## config.mk

```make
export PLATFORM = sky130hd
export DESIGN_NAME = pwr_seq_top
export DESIGN_NICKNAME = d
export VERILOG_FILES = /design/src/verilog/pwr_seq_pkg.sv /design/src/verilog/rail_sequencer.sv /design/src/verilog/rail_timer.sv /design/src/verilog/fault_monitor.sv /design/src/verilog/seq_regs.sv /design/src/verilog/pwr_seq_top.sv
export SDC_FILE = /design/constraint.sdc
export NUM_CORES = 1
export LEC_CHECK = 0
export ABC_AREA = 1
export BUFFER_PORTS_ARGS = -buffer_cell sky130_fd_sc_hd__buf_4
export CORE_MARGIN = 5
export CORE_UTILIZATION = 28
export CTS_CLUSTER_SIZE = 40
export DETAILED_ROUTE_END_ITERATION = 10
export PLACE_DENSITY = 0.43
export SKIP_LAST_GASP = 1
export SLEW_MARGIN = 20
export SYNTH_ARGS = -nofsm -noshare
export SYNTH_HDL_FRONTEND = slang
export SYNTH_SLANG_ARGS = --single-unit
```

## constraint.sdc

```tcl
create_clock -name clk_in -period 1.8 [get_ports clk_in]
set_input_delay 0.36 -clock clk_in [delete_from_list [all_inputs] [get_ports clk_in]]
set_output_delay 0.36 -clock clk_in [all_outputs]
set_load 0.05 [all_outputs]
```

## src/verilog/pwr_seq_pkg.sv

```systemverilog
/*
 * Shared types, register map and default timer limits of the power sequencer.
 * Rail count is fixed at 15. Both timers use 24-bit counters, so a limit above
 * 2^24-1 cannot be represented.
 */
`default_nettype none

package pwr_seq_pkg;

	localparam int rail_count = 15;

	typedef logic [rail_count-1:0] rail_vec_t;
	typedef logic [7:0] reg_addr_t;
	typedef logic [7:0] reg_data_t;
	typedef logic [23:0] count_t;

	// Register map
	localparam reg_addr_t addr_version = 8'h00;
	localparam reg_addr_t addr_clear = 8'h03;
	localparam reg_addr_t addr_pg_hi = 8'h05;
	localparam reg_addr_t addr_pg_lo = 8'h06;
	localparam reg_addr_t addr_status = 8'h07;
	localparam reg_addr_t addr_vendor = 8'h0C;

	// Identity bytes with vendor_id[0] at addr_vendor
	localparam reg_data_t fpga_version = 8'h06;
	localparam logic [3:0][7:0] vendor_id = {8'h20, 8'h53, 8'h43, 8'h52};
	localparam reg_data_t clear_readback = 8'hFF;

	// Hardware timer limits in clk_in cycles
	localparam count_t default_delay_cycles = 24'd65536;
	localparam count_t default_watch_cycles = 24'd8388608;

	typedef struct packed {
		logic sysen;
		rail_vec_t pg;
	} sync_in_t;

	typedef struct packed {
		logic wait_err;
		logic operation_err;
		logic fault;
	} fault_t;

	typedef struct packed {
		logic [2:0] rsvd;
		logic wait_err;
		logic operation_err;
		logic fault;
		logic sysen;
		logic sysgood;
	} status_t;

endpackage

`default_nettype wire

```

## src/verilog/rail_sequencer.sv

```systemverilog
/*
 * Two-flop synchronizer for sysen and pg, then the registered enable chain.
 * Rails come up in index order and go down as the rail above loses pg.
 * A set fault forces every enable low on the next edge.
 */
`timescale 1ns/1ps
`default_nettype none

module rail_sequencer #(
	parameter type sync_t = pwr_seq_pkg::sync_in_t
) (
	input wire logic clk_in,
	input wire logic arst_n,
	input wire logic sysen,
	input wire pwr_seq_pkg::rail_vec_t pg,
	input wire pwr_seq_pkg::rail_vec_t done,
	input wire pwr_seq_pkg::fault_t errs,
	output pwr_seq_pkg::sync_in_t sync,
	output pwr_seq_pkg::rail_vec_t en
);

	localparam int last = pwr_seq_pkg::rail_count - 1;

	sync_t meta_q;
	sync_t sync_q;
	pwr_seq_pkg::rail_vec_t en_next;

	always_ff @(posedge clk_in or negedge arst_n) begin
		if (!arst_n) begin
			meta_q <= '0;
			sync_q <= '0;
		end else begin
			meta_q <= sync_t'({sysen, pg});
			sync_q <= meta_q;
		end
	end

	assign sync = sync_q;

	// Up by done of the rail below, held up by pg of the rail above
	always_comb begin
		en_next[0] = sync.sysen | sync.pg[1];
		for (int i = 1; i < last; i++) begin
			en_next[i] = (sync.sysen & done[i-1]) | sync.pg[i+1];
		end
		en_next[last] = sync.sysen & done[last-1];
		if (errs.fault) begin
			en_next = '0;
		end
	end

	always_ff @(posedge clk_in or negedge arst_n) begin
		if (!arst_n) begin
			en <= '0;
		end else begin
			en <= en_next;
		end
	end

	a_fault_rails_off: assert property (@(posedge clk_in) disable iff (!arst_n)
		errs.fault |=> (en == '0));

endmodule

`default_nettype wire

```

## src/verilog/rail_timer.sv

```systemverilog
/*
 * Shared settle-delay and watchdog counters with lowest-rail priority.
 * Only one rail settles or is watched at a time, so a higher rail waits
 * while a lower one is busy. done clears when sysen drops or on a fault.
 */
`timescale 1ns/1ps
`default_nettype none

module rail_timer #(
	parameter pwr_seq_pkg::count_t delay_cycles = pwr_seq_pkg::default_delay_cycles,
	parameter pwr_seq_pkg::count_t watch_cycles = pwr_seq_pkg::default_watch_cycles
) (
	input wire logic clk_in,
	input wire logic arst_n,
	input wire pwr_seq_pkg::sync_in_t sync,
	input wire pwr_seq_pkg::rail_vec_t en,
	input wire pwr_seq_pkg::fault_t errs,
	input wire logic clear_err,
	output pwr_seq_pkg::rail_vec_t done,
	output logic wait_timeout
);

	pwr_seq_pkg::count_t d_count;
	pwr_seq_pkg::count_t w_count;

	// Rails with good pg still settling, and rails enabled without pg
	pwr_seq_pkg::rail_vec_t settle_hit;
	pwr_seq_pkg::rail_vec_t settle_sel;
	pwr_seq_pkg::rail_vec_t watch_hit;

	assign settle_hit = en & sync.pg & ~done;
	assign watch_hit = en & ~sync.pg;

	// Isolate the lowest set bit
	assign settle_sel = settle_hit & (~settle_hit + 1'b1);

	always_ff @(posedge clk_in or negedge arst_n) begin
		if (!arst_n) begin
			d_count <= '0;
			w_count <= '0;
			done <= '0;
			wait_timeout <= 1'b0;
		end else begin
			wait_timeout <= 1'b0;
			if (clear_err) begin
				d_count <= '0;
				w_count <= '0;
			end else if (!sync.sysen || errs.fault) begin
				d_count <= '0;
				w_count <= '0;
				done <= '0;
			end else if (|settle_hit) begin
				// Watchdog restarts for each rail
				w_count <= '0;
				if (d_count == delay_cycles) begin
					d_count <= '0;
					done <= done | settle_sel;
				end else begin
					d_count <= d_count + 1'b1;
				end
			end else if (|watch_hit) begin
				if (w_count == watch_cycles) begin
					w_count <= '0;
					wait_timeout <= 1'b1;
				end else begin
					w_count <= w_count + 1'b1;
				end
			end
		end
	end

	// done is always a run of ones starting at rail 0
	a_done_contiguous: assert property (@(posedge clk_in) disable iff (!arst_n)
		(done & (done + 1'b1)) == '0);

endmodule

`default_nettype wire

```

## src/verilog/fault_monitor.sv

```systemverilog
/*
 * Error latches and summary fault. clear_err wins over every set condition.
 * An operation error is a done rail whose synchronized pg has gone low.
 * sysgood follows done of the last rail one cycle later.
 */
`timescale 1ns/1ps
`default_nettype none

module fault_monitor (
	input wire logic clk_in,
	input wire logic arst_n,
	input wire pwr_seq_pkg::sync_in_t sync,
	input wire pwr_seq_pkg::rail_vec_t done,
	input wire logic wait_timeout,
	input wire logic clear_err,
	output pwr_seq_pkg::fault_t errs,
	output logic sysgood
);

	logic rail_lost;

	assign rail_lost = |(done & ~sync.pg);

	always_ff @(posedge clk_in or negedge arst_n) begin
		if (!arst_n) begin
			errs <= '0;
		end else if (clear_err) begin
			errs <= '0;
		end else begin
			if (wait_timeout) begin
				errs.wait_err <= 1'b1;
			end
			if (rail_lost) begin
				errs.operation_err <= 1'b1;
			end
			// Summary lags the causes by one clock
			if (errs.wait_err || errs.operation_err) begin
				errs.fault <= 1'b1;
			end
		end
	end

	always_ff @(posedge clk_in or negedge arst_n) begin
		if (!arst_n) begin
			sysgood <= 1'b0;
		end else begin
			sysgood <= done[pwr_seq_pkg::rail_count-1];
		end
	end

	a_fault_has_cause: assert property (@(posedge clk_in) disable iff (!arst_n)
		$rose(errs.fault) |-> $past(errs.wait_err | errs.operation_err));

endmodule

`default_nettype wire

```

## src/verilog/seq_regs.sv

```systemverilog
/*
 * Byte-wide register port. wr_valid loads the pointer, rd_req increments it.
 * rd_data is registered from the pointer every clock, unmapped reads give 0.
 * Writing addr_clear pulses clear_err for one cycle, two edges later.
 */
`timescale 1ns/1ps
`default_nettype none

module seq_regs (
	input wire logic clk_in,
	input wire logic arst_n,
	input wire logic wr_valid,
	input wire pwr_seq_pkg::reg_addr_t wr_data,
	input wire logic rd_req,
	input wire pwr_seq_pkg::sync_in_t sync,
	input wire pwr_seq_pkg::fault_t errs,
	input wire logic sysgood,
	output pwr_seq_pkg::reg_data_t rd_data,
	output logic clear_err
);

	pwr_seq_pkg::reg_addr_t ptr;
	pwr_seq_pkg::rail_vec_t pg_snap;
	pwr_seq_pkg::status_t status;
	logic [1:0] clr_pipe;

	always_ff @(posedge clk_in or negedge arst_n) begin
		if (!arst_n) begin
			ptr <= '0;
		end else if (wr_valid) begin
			ptr <= wr_data;
		end else if (rd_req) begin
			ptr <= ptr + 1'b1;
		end
	end

	always_ff @(posedge clk_in or negedge arst_n) begin
		if (!arst_n) begin
			clr_pipe <= '0;
			clear_err <= 1'b0;
		end else begin
			clr_pipe <= {clr_pipe[0], wr_valid && (wr_data == pwr_seq_pkg::addr_clear)};
			clear_err <= clr_pipe[1];
		end
	end

	// Snapshot holds the pg state from before the fault
	always_ff @(posedge clk_in) begin
		if (!errs.fault) begin
			pg_snap <= sync.pg;
		end
	end

	assign status = '{
		rsvd: 3'b000,
		wait_err: errs.wait_err,
		operation_err: errs.operation_err,
		fault: errs.fault,
		sysen: sync.sysen,
		sysgood: sysgood
	};

	always_ff @(posedge clk_in or negedge arst_n) begin
		if (!arst_n) begin
			rd_data <= '0;
		end else begin
			case (ptr)
				pwr_seq_pkg::addr_version: rd_data <= pwr_seq_pkg::fpga_version;
				pwr_seq_pkg::addr_clear: rd_data <= pwr_seq_pkg::clear_readback;
				pwr_seq_pkg::addr_pg_hi: rd_data <= {1'b0, pg_snap[14:8]};
				pwr_seq_pkg::addr_pg_lo: rd_data <= pg_snap[7:0];
				pwr_seq_pkg::addr_status: rd_data <= status;
				pwr_seq_pkg::addr_vendor: rd_data <= pwr_seq_pkg::vendor_id[0];
				pwr_seq_pkg::addr_vendor + 8'd1: rd_data <= pwr_seq_pkg::vendor_id[1];
				pwr_seq_pkg::addr_vendor + 8'd2: rd_data <= pwr_seq_pkg::vendor_id[2];
				pwr_seq_pkg::addr_vendor + 8'd3: rd_data <= pwr_seq_pkg::vendor_id[3];
				default: rd_data <= '0;
			endcase
		end
	end

endmodule

`default_nettype wire

```

## src/verilog/pwr_seq_top.sv

```systemverilog
/*
 * Board power sequencer core, single clock domain on clk_in.
 * sysen and pg are asynchronous levels and are synchronized inside.
 * Register port strobes are one cycle wide and are never back-pressured.
 */
`timescale 1ns/1ps
`default_nettype none

module pwr_seq_top #(
	parameter pwr_seq_pkg::count_t delay_cycles = pwr_seq_pkg::default_delay_cycles,
	parameter pwr_seq_pkg::count_t watch_cycles = pwr_seq_pkg::default_watch_cycles
) (
	input wire logic clk_in,
	input wire logic arst_n,
	input wire logic sysen,
	input wire pwr_seq_pkg::rail_vec_t pg,
	input wire logic wr_valid,
	input wire pwr_seq_pkg::reg_addr_t wr_data,
	input wire logic rd_req,
	output pwr_seq_pkg::reg_data_t rd_data,
	output pwr_seq_pkg::rail_vec_t en,
	output logic sysgood
);

	pwr_seq_pkg::sync_in_t sync;
	pwr_seq_pkg::rail_vec_t done;
	pwr_seq_pkg::fault_t errs;
	logic wait_timeout;
	logic clear_err;

	rail_sequencer seq0 (
		.clk_in(clk_in),
		.arst_n(arst_n),
		.sysen(sysen),
		.pg(pg),
		.done(done),
		.errs(errs),
		.sync(sync),
		.en(en)
	);

	rail_timer #(
		.delay_cycles(delay_cycles),
		.watch_cycles(watch_cycles)
	) timer0 (
		.clk_in(clk_in),
		.arst_n(arst_n),
		.sync(sync),
		.en(en),
		.errs(errs),
		.clear_err(clear_err),
		.done(done),
		.wait_timeout(wait_timeout)
	);

	fault_monitor mon0 (
		.clk_in(clk_in),
		.arst_n(arst_n),
		.sync(sync),
		.done(done),
		.wait_timeout(wait_timeout),
		.clear_err(clear_err),
		.errs(errs),
		.sysgood(sysgood)
	);

	seq_regs regs0 (
		.clk_in(clk_in),
		.arst_n(arst_n),
		.wr_valid(wr_valid),
		.wr_data(wr_data),
		.rd_req(rd_req),
		.sync(sync),
		.errs(errs),
		.sysgood(sysgood),
		.rd_data(rd_data),
		.clear_err(clear_err)
	);

endmodule

`default_nettype wire

```

# Yosys cells after proc, flatten, opt, wreduce, memory -nomap -nowiden
# Index checks and enable logic that the tools add are counted.
[classes] add_sub_neg=4 n_eq_ne=11 mux=25 bitwise_logic=38 n_reduce_logical=17
[ops] operator="24-bit 2-to-1 mux" count=9
[ops] operator="15-bit AND" count=5
[ops] operator="8-bit one-hot mux with 9 select lines" count=1
[ops] operator="15-bit 2-to-1 mux" count=4
[ops] operator="24-bit by 1-bit adder with 24-bit output, second input constant" count=2
[ops] operator="15-bit inverter" count=3
[ops] operator="15-bit OR reduction" count=3
[ops] operator="8-bit by 4-bit equality test with 1-bit output, second input constant" count=4
[ops] operator="24-bit by 17-bit equality test with 1-bit output, second input constant" count=1
[ops] operator="24-bit equality test, second input constant" count=1
[ops] operator="8-bit by 3-bit equality test with 1-bit output, second input constant" count=3
[ops] operator="8-bit by 2-bit equality test with 1-bit output, second input constant" count=2
[ops] operator="8-bit 2-to-1 mux" count=2
[ops] operator="15-bit by 1-bit adder with 15-bit output, second input constant" count=1
[ops] operator="15-bit bitwise OR" count=1
[ops] operator="1-bit AND" count=14
[ops] operator="1-bit bitwise OR" count=14
[ops] operator="2-bit nonzero test" count=6
[ops] operator="8-bit by 1-bit adder with 8-bit output, second input constant" count=1
[ops] operator="8-bit zero test" count=1
[ops] operator="1-bit 2-to-1 mux" count=8
[ops] operator="4-bit nonzero test" count=1
[ops] operator="3-bit 2-to-1 mux" count=1
[ops] operator="3-bit AND reduction" count=1
[ops] operator="5 further kinds" count=6
[totals] ff_bits=149 input_bits=28 output_inout_bits=24 word_cells=113

# Logic depth before layout (Yosys ltp)
# Gate-level depths: netlist (run 1).
[depth] depth_word=9 depth_mapped=11 ltp_nobuf=10

# Cells and area by module
# Synthesis (run 1) repeated with hierarchy kept, for this count alone.
[hier_totals] hier_cells=1090 area_unflattened_um2=8117.8
[modules_own_cells] mod="rail_timer" instances=1 cells_each=775 area_each_um2=4843.4 seq_area_each_um2=1601.5
[modules_own_cells] mod="seq_regs" instances=1 cells_each=166 area_each_um2=1585.3 seq_area_each_um2=925.9
[modules_own_cells] mod="rail_sequencer" instances=1 cells_each=94 area_each_um2=1396.3 seq_area_each_um2=1176.1
[modules_own_cells] mod="fault_monitor" instances=1 cells_each=55 area_each_um2=292.8 seq_area_each_um2=100.1

# Worst setup path before layout (run 1)
# Ideal clock, no wire load.
[synth_timing] path_type="flip-flop to flip-flop" startpoint="register seq0.en[12]" endpoint="register timer0.done[12]" setup_time_ps=126 arrival_ps=1590 t_required_ps=1674 slack_ps=84 stages_incl_launch_ff=10 n_path_buf=2 synth_period_minus_slack_ps=1716 cell_sequence="dfrtp_1 -> nand3_1 -> nand2_1 -> nor2_4 -> nand4_4 -> nand3_2 -> buf_6 -> buf_6 -> nand2_1 -> o21ai_0"
[synth_via] elab_chain_cells=9 word_cells_on_any_way=12 classes_between="1 x add/sub; 3 x mux; 5 x bitwise; 3 x reduce/logical"
[synth_lines] element="start: declaration" line_no="rail_sequencer.sv:19" rtl="output pwr_seq_pkg::rail_vec_t en"
[synth_lines] element="start signal: assignment" line_no="rail_sequencer.sv:56" rtl="en <= en_next;"
[synth_lines] element="15-bit AND * (2 in a row)" line_no="rail_timer.sv:31" rtl="assign settle_hit = en & sync.pg & ~done;"
[synth_lines] element="15-bit inverter" line_no="rail_timer.sv:35" rtl="assign settle_sel = settle_hit & (~settle_hit + 1'b1);"
[synth_lines] element="15-bit by 1-bit adder with 15-bit output" line_no="rail_timer.sv:35"
[synth_lines] element="15-bit AND" line_no="rail_timer.sv:35"
[synth_lines] element="15-bit bitwise OR" line_no="rail_timer.sv:57" rtl="done <= done | settle_sel;"
[synth_lines] element="15-bit 2-to-1 mux" line_no="rail_timer.sv:55" rtl="if (d_count == delay_cycles) begin"
[synth_lines] element="15-bit 2-to-1 mux" line_no="rail_timer.sv:52" rtl="end else if (|settle_hit) begin"
[synth_lines] element="15-bit 2-to-1 mux" line_no="rail_timer.sv:48" rtl="end else if (!sync.sysen || errs.fault) begin"
[synth_lines] element="end signal: assignment" line_no="rail_timer.sv:57"
[synth_lines] element="end: declaration" line_no="rail_timer.sv:19" rtl="output pwr_seq_pkg::rail_vec_t done,"
# Mark *: on every way between the ends. The rest lies on a longest branch, timed or not. The select of a mux whose other input is x is not followed.
# A chain may end at the register's enable or synchronous reset.

# Final worst setup path (run 1)
[layout_timing] startpoint="register timer0.d_count[0]" endpoint="register timer0.d_count[22]"
[layout_via] elab_chain_cells=5 word_cells_on_any_way=6 classes_between="1 x add/sub; 1 x eq/ne; 4 x mux"
[layout_lines] element="start: declaration" line_no="rail_timer.sv:23" rtl="pwr_seq_pkg::count_t d_count;"
[layout_lines] element="start signal: assignment" line_no="rail_timer.sv:59" rtl="d_count <= d_count + 1'b1;"
[layout_lines] element="24-bit by 1-bit adder with 24-bit output / 24-bit by 17-bit equality test with 1-bit output (equally long branches)" line_no="rail_timer.sv:59, rail_timer.sv:55"
[layout_lines] element="24-bit 2-to-1 mux *" line_no="rail_timer.sv:55"
[layout_lines] element="24-bit 2-to-1 mux *" line_no="rail_timer.sv:52"
[layout_lines] element="24-bit 2-to-1 mux *" line_no="rail_timer.sv:48"
[layout_lines] element="24-bit 2-to-1 mux *" line_no="rail_timer.sv:45" rtl="if (clear_err) begin"
# Marks and branches as above.

==> results of run 1 <==
==> placed cells by master (no fill, tap or decap), types with 3 or more instances in the layout <==
cell type,synthesis,layout
a21oi_1,15,15
a31oi_1,3,3
buf_12,0,8
buf_4,4,109
buf_6,4,3
bufinv_16,0,3
clkbuf_16,0,19
clkinv_2,0,3
dfrtp_1,134,131
dfrtp_2,0,3
edfxtp_1,15,15
ha_1,8,5
inv_1,86,86
inv_2,19,19
inv_6,0,4
nand2_1,267,262
nand2_2,5,7
nand2_4,0,3
nand3_1,71,65
nand3_2,5,9
nand3b_1,3,3
nand4_1,52,52
nor2_1,102,98
nor2_2,7,7
nor2_4,7,11
nor3_1,17,17
o211ai_1,5,5
o21ai_0,34,27
o21ai_1,17,23
o221ai_1,4,4
o22ai_1,14,14
xnor2_1,5,5
xor2_1,26,26
==> cells by family after synthesis <==
family / synth area share, %
adders and majority gates: 1.288
AOI/OAI and AO/OA: 7.470
xor gates and xnor gates: 3.493
buffers and inverters: 6.906
and+or+nand+nor: 31.91
DFF: 48.94
==> what timing repair did <==
action,in CTS,in global routing
hold endpoints to repair,35,0
setup buffers,2,11
hold buffers,1,0
gates resized for setup,2,42
gates cloned,0,2
pin swaps,1,10
endpoints found under the setup margin,3,60
==> worst paths after layout <==
check / depth (start not counted) / startpoint / endpoint / slack, ps
min: 1 / pg[6] / seq0.meta_q[6] / 30
max: 9 / timer0.d_count[0] / timer0.d_count[22] / 110
min in group asynchronous: 2 / arst_n / seq0.meta_q[5] / 400
max in group asynchronous: 3 / arst_n / timer0.wait_timeout / 840
min reg2reg: 0 / seq0.meta_q[9] / seq0.sync[9] / 350
max reg2reg: 9 / timer0.d_count[0] / timer0.d_count[22] / 110
==> flip-flops by register name, indices dropped and copies added (netlist names) <==
name                 cells
regs0.pg_snap           15
seq0.en                 15
regs0.clr_pipe           2
mon0.errs                3
regs0.clear_err          1
timer0.wait_timeout      1
seq0.sync               16
regs0.rd_data            8
timer0.d_count          24
seq0.meta_q             16
timer0.w_count          24
regs0.ptr                8
mon0.sysgood             1
timer0.done             15
==> per-stage QoR <==
step | utilization [%] | cells | hold WS [ps]
after floorplan | - | 963 | 64.41
after global placement | 32.58 | 1425 | 315.1
after detailed placement | 32.58 | 1425 | 302.5
after CTS | 34.89 | 1460 | 10.38
after global routing | 35.88 | 1473 | 10.81
final | 35.88 | 1473 | 30.54
==> cell type report <==
cell class,count,area [um^2]
Inverter,106,397.9
Sequential cell,149,3807
Fill cell,2927,17720
Multi-Input combinational cell,685,3556
Tap cell,378,473.0
Timing Repair Buffer,123,1072
Clock buffer,18,429.2
Clock inverter,14,176.4
==> per-layer routing <==
layer	routed length (um)	track usage (%)	part of all wire, %	vias up
li1	-	-	-	3412
met1	11150	21.37	51	3169
met2	9652	21.76	44	108
met3	854	2.948	3.9	11
met4	182	3.191	0.83	0
met5	0	0	0	-
==> critical path, stage by stage (launching register included) <==
cell and delay (ps):
dfrtp_1 410, ha_2 220, nand2_2 70, nor2_4 120, nand3_2 120, nor2_4 230
buf_6 130, nand3_2 60, xor2_1 150, o21ai_1 130
==> power by group through the flow <==
| stage | sequential (uW) | clock [uW] | combinational [uW] |
|---|---|---|---|
| 2_1_floorplan | 3610 | 0 | 155 |
| 3_3_place_gp | 3600 | 0 | 415 |
| 3_5_place_dp | 3590 | 0 | 412 |
| 4_1_cts | 3530 | 3840 | 417 |
| 5_1_grt | 3540 | 3980 | 463 |
| 6_report | 3530 | 3740 | 410 |
==> impl_results.md, run 1 <==
* Max-slew violations at 0
* Core area at 27630 um^2
* Total power at 7679 uW
* Sequential share of the synthesized area at 48.94%
* Setup TNS at 0 ps
* Row count at 61
* Dpl ws at -101.4 ps
* Fin area at 9912 um^2
* Actual slew at the worst max-slew pin at 452.8 ps
* P_int at 5832 uW
* Tot GR Track Use at 14.41%
* Status: complete, no violations
* Via density at 4.549
* Setup ws final at 107.0 ps
* Clock latency at the later pin of the worst-skew pair at 430 ps
* Vias in the first global route at 6661
* Drt wl/cell at 14.82 um
* Final Critical Period at 1693 ps
* TritonCTS sink count at 149
* Number of setup violations in the final report at 0
* Final-stage net count at 1118
* Clock-pin slew on the worst setup and hold paths at 70 ps
* ANT cells at 0
* Initial antenna violation count at 0
* Die ar. at 31190 um^2
* Pin count of the biggest net entering global routing at 39
* Min-delay worst type: in2reg
* Synth async-reset ratio at 89.93%
* VDD IR-drop max at 0.4953 mV
* CTS tree: done
* CTS Buffer Depth at 2
* Distinct cells, synth at 45
* Grt ovf at 0
* Crit start category: register
* Synth Area per Inst at 8.071 um^2
* Count leader, synth: nand2_1
* Io pins at 52
* Fmax at 0.5907 GHz
* Initial DRC Count at 369
* Critical Path Fanout Max at 6
* GPL Wtd Cong at 0.8139
* Sw frac at 24.05%
* Gate power share at 5.3%
* Initial core utilization at 28.13%
* Syn Inst Count at 963
* Final WL at 21840 um
* Post-synth EDFFs at 15
* Leakage at 0.004500 uW
* Pre-antenna DRT Iters at 5
* Vias post-DR at 6700
* Final hold violations at 0
* Leading area contributor after synthesis: dfrtp_1
* CTS H-tree lvls at 4
* Placement Cell Area at 9001 um^2
* Slew margin rel. at 69.70%
* Post-synth top area share at 43.14%
* Crit path capture type: register
* Max Cap Viol at 0
* Synth top area cells: dfrtp_1, nand2_1, edfxtp_1, nor2_1, nand3_1
* Top FF cell, synth: dfrtp_1
* Worst clock skew at 11.09 ps
* Layout cells sized above 1 at 20.55%
* Die width at 176.6 um
* Worst endpoint data arrival time at 2050 ps
* Syn_nets at 999
* ANT nets after route at 0
* DR DRC count at 0
* NetSw at 1847 uW
* Area growth syn-to-layout at 27.53%
* YS warnings at 0
* First-pass GRT wire length at 36120 um
* Pwr dens at 774.7 nW/um^2
* Unrepaired setup endpoints after global routing: yes
* Detailed placer's ending HPWL at 15920 um
* Crit Path Class: reg2reg
* CTS buffer count at 17
* Sequential power share at 46.0%
* CP required at 2150 ps
* Mapped cell area at 7772 um^2
* Yosys reg bits at 149
* DIE HEIGHT at 176.6 um
* Clk root buf: clkbuf_16
* Clock Power Share at 48.7%
* Most instantiated cells after synthesis: nand2_1, dfrtp_1, nor2_1
* Input/output buffers at 51
* Post-route clock period utilization at 94.05%
(Power assumes the default switching activity.)
==> run 2: changes to the inputs <==
--- a/config.mk
+++ b/config.mk
@@ -7,13 +7,12 @@
 export LEC_CHECK = 0
 export ABC_AREA = 1
 export BUFFER_PORTS_ARGS = -buffer_cell sky130_fd_sc_hd__buf_4
-export CORE_MARGIN = 5
+export CORE_MARGIN = 4
 export CORE_UTILIZATION = 28
 export CTS_CLUSTER_SIZE = 40
 export DETAILED_ROUTE_END_ITERATION = 10
 export PLACE_DENSITY = 0.43
 export SKIP_LAST_GASP = 1
-export SLEW_MARGIN = 20
 export SYNTH_ARGS = -nofsm -noshare
 export SYNTH_HDL_FRONTEND = slang
 export SYNTH_SLANG_ARGS = --single-unit
==> run 2 against run 1 <==
Compared with the run above:
- count of clock-buffer cells in the layout did not move
- sequential power barely moved
- clock skew rose by 1.4 ps
- setup slack got worse by 0.56 ps
- wire length rose by 0.38%
- via count rose by 1.3%
==> impl_results.md, run 2 (synthesized netlist as in run 1, its figures left out) <==
* Final-stage net count at 1133
* CP required at 2170 ps
* Pin count of the biggest net entering global routing at 46
* Row count at 60
* Worst r2r dst: timer0.w_count[3]
* Layout Cells excl Fill at 1482
* FF-to-FF Start: seq0.sync[3]
* ANT nets after route at 0
* Min-delay worst type: in2reg
* First-pass GRT wire length at 36490 um
* Initial core utilization at 28.68%
* Placed insts at 1438
* Leakage at 0.004572 uW
* CTS Buffer Depth at 2
* Clock-pin slew on the worst setup and hold paths at 70 ps
* Crit path capture type: register
* Detailed placer's ending HPWL at 16290 um
* Setup TNS at 0 ps
* Die width at 174.6 um
* Core area at 27100 um^2
* Crit Path Class: reg2reg
* Layout cells sized above 1 at 21.17%
* Initial antenna violation count at 0
* ANT cells at 0
* Vias post-DR at 6790
* Pwr dens at 776.4 nW/um^2
* Placement Cell Area at 9136 um^2
* CTS H-tree lvls at 4
* Fin Hold WS at 29.43 ps
* Area growth syn-to-layout at 28.14%
* Number of setup violations in the final report at 0
* Grt ovf at 0
* Unrepaired setup endpoints after global routing: yes
* Crit. Startpoint: seq0.sync[3]
* Critical Path Fanout Max at 11
* Final hold violations at 0
* Post-route clock period utilization at 94.08%
* Flop-to-flop setup slack at 110 ps
* Drt wl/cell at 14.79 um
* CTS tree: done
* Input/output buffers at 51
* Crit start category: register
* Io pins at 52
* Die ar. at 30490 um^2
* Worst clock skew at 12.45 ps
* DR DRC count at 0
* Clk root buf: clkbuf_16
* Tot GR Track Use at 14.80%
* TritonCTS sink count at 149
* Commonest non-fill, non-tap cell in the layout: nand2_1
* Final Critical Period at 1694 ps
* DIE HEIGHT at 174.6 um
* GPL Wtd Cong at 0.8385
* Worst endpoint data arrival time at 2060 ps
* Max-slew violations at 0
* Initial DRC Count at 313
* R2R cell count at 10
* Max Cap Viol at 0
* Actual slew at the worst max-slew pin at 505.3 ps
* Fmax at 0.5905 GHz
* Largest regs: timer0.d_count x24, timer0.w_count x24
* CTS buffer count at 17
* Most frequent cells in the layout: nand2_1, dfrtp_1, buf_4
* Capture point of the worst path: timer0.w_count[3]
* Status: complete, no violations
* Slew margin rel. at 66.31%
* Pre-antenna DRT Iters at 5
* VDD IR-drop max at 0.5372 mV
* Clock latency at the later pin of the worst-skew pair at 430 ps
* Vias in the first global route at 6778
* Fin area at 9960 um^2
* Via density at 4.582
* Final WL at 21920 um
run 2: final cells by class:
| type | instances | area (um^2) |
|---|---|---|
| well taps | 372 | 465.4 |
| fillers | 2869 | 17140 |
| repair buffers | 138 | 1141 |
| multi-input cells | 685 | 3535 |
| clock buffers | 18 | 429.2 |
| flip-flops and latches | 149 | 3804 |
| inverters | 106 | 397.9 |
| clock inverters | 14 | 187.7 |
run 2: critical path, cell delays in order, from the launching register on:
cell and delay, ps:
dfrtp_1 450, nand3_1 110, nand2_1 110, nor2_4 210
nand2_4 110, nor2_4 140, nand3_2 90, nor2_2 140
buf_12 150, nand2_1 50, nand2_1 60
run 2: through the flow:
| step | power, uW | setup slack (ps) | util [%] |
|---|---|---|---|
| final | 7732 | 106.5 | 36.75 |
| after global routing | 8052 | -31.74 | 36.75 |
| after CTS | 7850 | 7.382 | 36.05 |
| after detailed placement | 4013 | -4.141 | 33.71 |
| after global placement | 4015 | -36.39 | 33.71 |
| after floorplan | 3761 | 83.92 | - |
run 2: power by group:
part | switching, uW | leakage, uW | internal, uW | total (uW)
Clock | 1560 | 0.000297 | 2220 | 3780
Sequential | 62.1 | 0.00191 | 3470 | 3530
Combinational | 258 | 0.00237 | 157 | 415
run 2: worst min path at each step:
stage,startpoint,end,slack (ps),cells past startpoint
3_5_place_dp,seq0.meta_q[5],seq0.sync[5],330,0
5_1_grt,pg[5],seq0.meta_q[5],10,1
4_1_cts,pg[7],seq0.meta_q[7],6,1
2_1_floorplan,arst_n,mon0.errs[0],60,0
6_report,pg[7],seq0.meta_q[7],30,1
3_3_place_gp,seq0.meta_q[8],seq0.sync[8],330,0
run 2: layer usage:
metal / track usage, % / routed length (um) / vias to the layer above / part of all wire, %
li1: - / - / 3436 / -
met1: 21.65 / 11140 / 3222 / 51
met2: 22.90 / 9772 / 122 / 45
met3: 2.466 / 821 / 10 / 3.7
met4: 3.699 / 188 / 0 / 0.86
met5: 0 / 0 / - / 0
run 2: what timing repair did:
item / in CTS / in global routing
setup endpoints to repair: 3 / 52
endpoints found under the hold margin: 39 / 0
buffers inserted: 0 / 11
pin swaps: 0 / 7
hold buffers: 1 / 0
cloned: 0 / 0
resized for setup: 2 / 31
==> run 3: changes to the inputs <==
--- a/config.mk
+++ b/config.mk
@@ -9,6 +9,7 @@
 export BUFFER_PORTS_ARGS = -buffer_cell sky130_fd_sc_hd__buf_4
 export CORE_MARGIN = 4
 export CORE_UTILIZATION = 28
+export CTS_BUF_LIST = sky130_fd_sc_hd__clkbuf_2
 export CTS_CLUSTER_SIZE = 40
 export DETAILED_ROUTE_END_ITERATION = 10
 export PLACE_DENSITY = 0.43
==> run 3 against run 2 <==
Compared with the run above:
- the run now ends with setup timing left
- wire length is 6.3% higher
- global-route usage up 0.20 points
- maximum frequency decreased by 9.2%
- largest cell class is now multi-input gates
- first-iteration DRC count is 37% higher
- critical endpoint is now timer0.w_count[1]
- critical path type unchanged
==> impl_results.md, run 3 (synthesized netlist as in run 1, its figures left out) <==
* Status: complete, but fails checks
* Failing checks: setup timing
* Final-stage net count at 1211
* Fmax at 0.5363 GHz
* Busiest layer in global routing: met2
* Layout cells sized above 1 at 29.21%
* Number of setup violations in the final report at 28
* Crit start category: register
* Placement Cell Area at 9136 um^2
* Crit. Startpoint: seq0.en[1]
* Tot GR Track Use at 14.99%
* Fin area at 10900 um^2
* Io pins at 52
* Leakage at 0.005090 uW
* First-pass GRT wire length at 37150 um
* Area occupied by multi-input gates at 3819 um^2
* Via density at 4.620
* Detailed placer's ending HPWL at 16290 um
* Area growth syn-to-layout at 40.26%
* Most frequent cells in the layout: nand2_1, dfrtp_1, buf_4
* Final WL at 23310 um
* Core area at 27100 um^2
* Crit path capture type: register
* Unrepaired setup endpoints after global routing: yes
* Commonest non-fill, non-tap cell in the layout: nand2_1
* Setup TNS at -668.3 ps
* Actual slew at the worst max-slew pin at 513.9 ps
* CP required at 2480 ps
* Min-delay worst type: in2async
* Clock latency at the later pin of the worst-skew pair at 740 ps
* M1 GR Usage at 21.97%
* Largest regs: timer0.d_count x24, timer0.w_count x24
* CTS buffer count at 17
* Clock-pin slew on the worst setup and hold paths at 250 ps
* Fill cells at 2797
* Pre-antenna DRT Iters at 5
* Vias post-DR at 7212
* Initial antenna violation count at 1
* Max-slew violations at 0
* Final hold violations at 0
* Row count at 60
* Met3 Usage GRT at 2.402%
* Setup ws final at -64.50 ps
* ANT nets after route at 0
* VDD IR-drop max at 0.3771 mV
* CTS H-tree lvls at 4
* Input/output buffers at 51
* Slowest cell delay on critical path at 450 ps
* Pwr dens at 575.8 nW/um^2
* Grt ovf at 0
* Pin count of the biggest net entering global routing at 46
* GPL Wtd Cong at 0.8385
* Slew margin rel. at 65.74%
* Initial DRC Count at 430
* Die width at 174.6 um
* DIE HEIGHT at 174.6 um
* Layout Cells excl Fill at 1561
* Worst clock skew at 41.79 ps
* Initial core utilization at 28.68%
* FF-to-FF Start: seq0.en[1]
* Max Cap Viol at 0
* CTS Buffer Depth at 2
* Register Area at 3807 um^2
* Final Critical Period at 1865 ps
* Worst-path cell chain: buf_4 -> nand3_2 -> nand2_4 -> nor2_4 -> nand2_4 -> nor2_4 -> nand3_2 -> nor2_4 -> clkbuf_16 -> nand2_2 -> nand2_1
* CP max stage cell: dfrtp_1
* Placed insts at 1438
* Drt wl/cell at 14.93 um
* Critical Path Fanout Max at 5
* Worst endpoint data arrival time at 2550 ps
* DR DRC count at 0
* Most used cell, CP: nor2_4
* Post-route clock period utilization at 103.6%
* Die ar. at 30490 um^2
* Clk root buf: clkbuf_2
* TritonCTS sink count at 149
* Vias in the first global route at 7020
* GRT met2 Usage at 23.51%
* CTS tree: done
* Crit Path Class: reg2reg
[run 3: cell types whose count changed in the layout (fill, tap and decap cells not counted), sizes merged]
| cell | delta |
|---|---|
| clkbuf | +5 |
| diode | +1 |
| buf | +37 |
| dlygate4sd3 | +36 |
[run 3: path summary, 6_finish.rpt]
path | endpoint | slack, ps | cells after the start
hold / removal | regs0.ptr[2] | 100 | 2
setup / recovery | timer0.w_count[1] | -60 | 11
hold reg to reg | seq0.sync[11] | 380 | 0
setup reg to reg | timer0.w_count[1] | -60 | 11
max in group asynchronous | timer0.w_count[9] | 1090 | 3
min in group clk_in | seq0.meta_q[7] | 230 | 2
[run 3: routing by layer]
layer	vias up	share of wire, %
met1	3451	50
met5	-	0
met2	141	46
met3	18	3.5
li1	3602	-
met4	0	0.97
[run 3: through the flow]
| step | total power, uW | worst slack [ps] | utilization, % | hold slack, ps |
|---|---|---|---|---|
| 6_report | 6277 | -64.50 | 40.23 | 104.3 |
| 5_1_grt | 6596 | -164.8 | 40.23 | 48.08 |
| 4_1_cts | 6330 | -107.8 | 36.93 | 47.51 |
| 3_5_place_dp | 4013 | -4.141 | 33.71 | 334.7 |
| 3_3_place_gp | 4015 | -36.39 | 33.71 | 331.8 |
| 2_1_floorplan | 3761 | 83.92 | - | 64.41 |
[run 3: report_power, final]
part | leakage (uW) | total [uW] | internal, uW | switching, uW
registers | 0.00190 | 3540 | 3480 | 65.6
clock network | 0.000161 | 2230 | 825 | 1400
logic | 0.00302 | 505 | 230 | 275
total | 0.00509 | 6280 | 4530 | 1750
[run 3: final cells by class]
cell class | count | area share, %
multi-input combinational | 685 | 35.03
sequential | 149 | 34.92
timing repair buffer | 216 | 19.56
tap | 372 | 4.269
inverter | 106 | 3.650
clock inverter | 14 | 1.722
clock buffer | 18 | 0.8264
antenna | 1 | 0.02295
[run 3: timing repair]
item	4_1_cts	5_1_grt
endpoints found under the setup margin	36	88
hold buffers	37	0
gates cloned	0	7
pin swaps	1	36
hold endpoints to repair	159	0
resized for setup	31	149
buffers inserted	15	31
[run 3: worst max-delay path, delay by kind of cell, from the launching register on]
kind | cells | cell delay (ps)
buf+inv | 2 | 330
flops | 1 | 450
simple gates | 9 | 1040
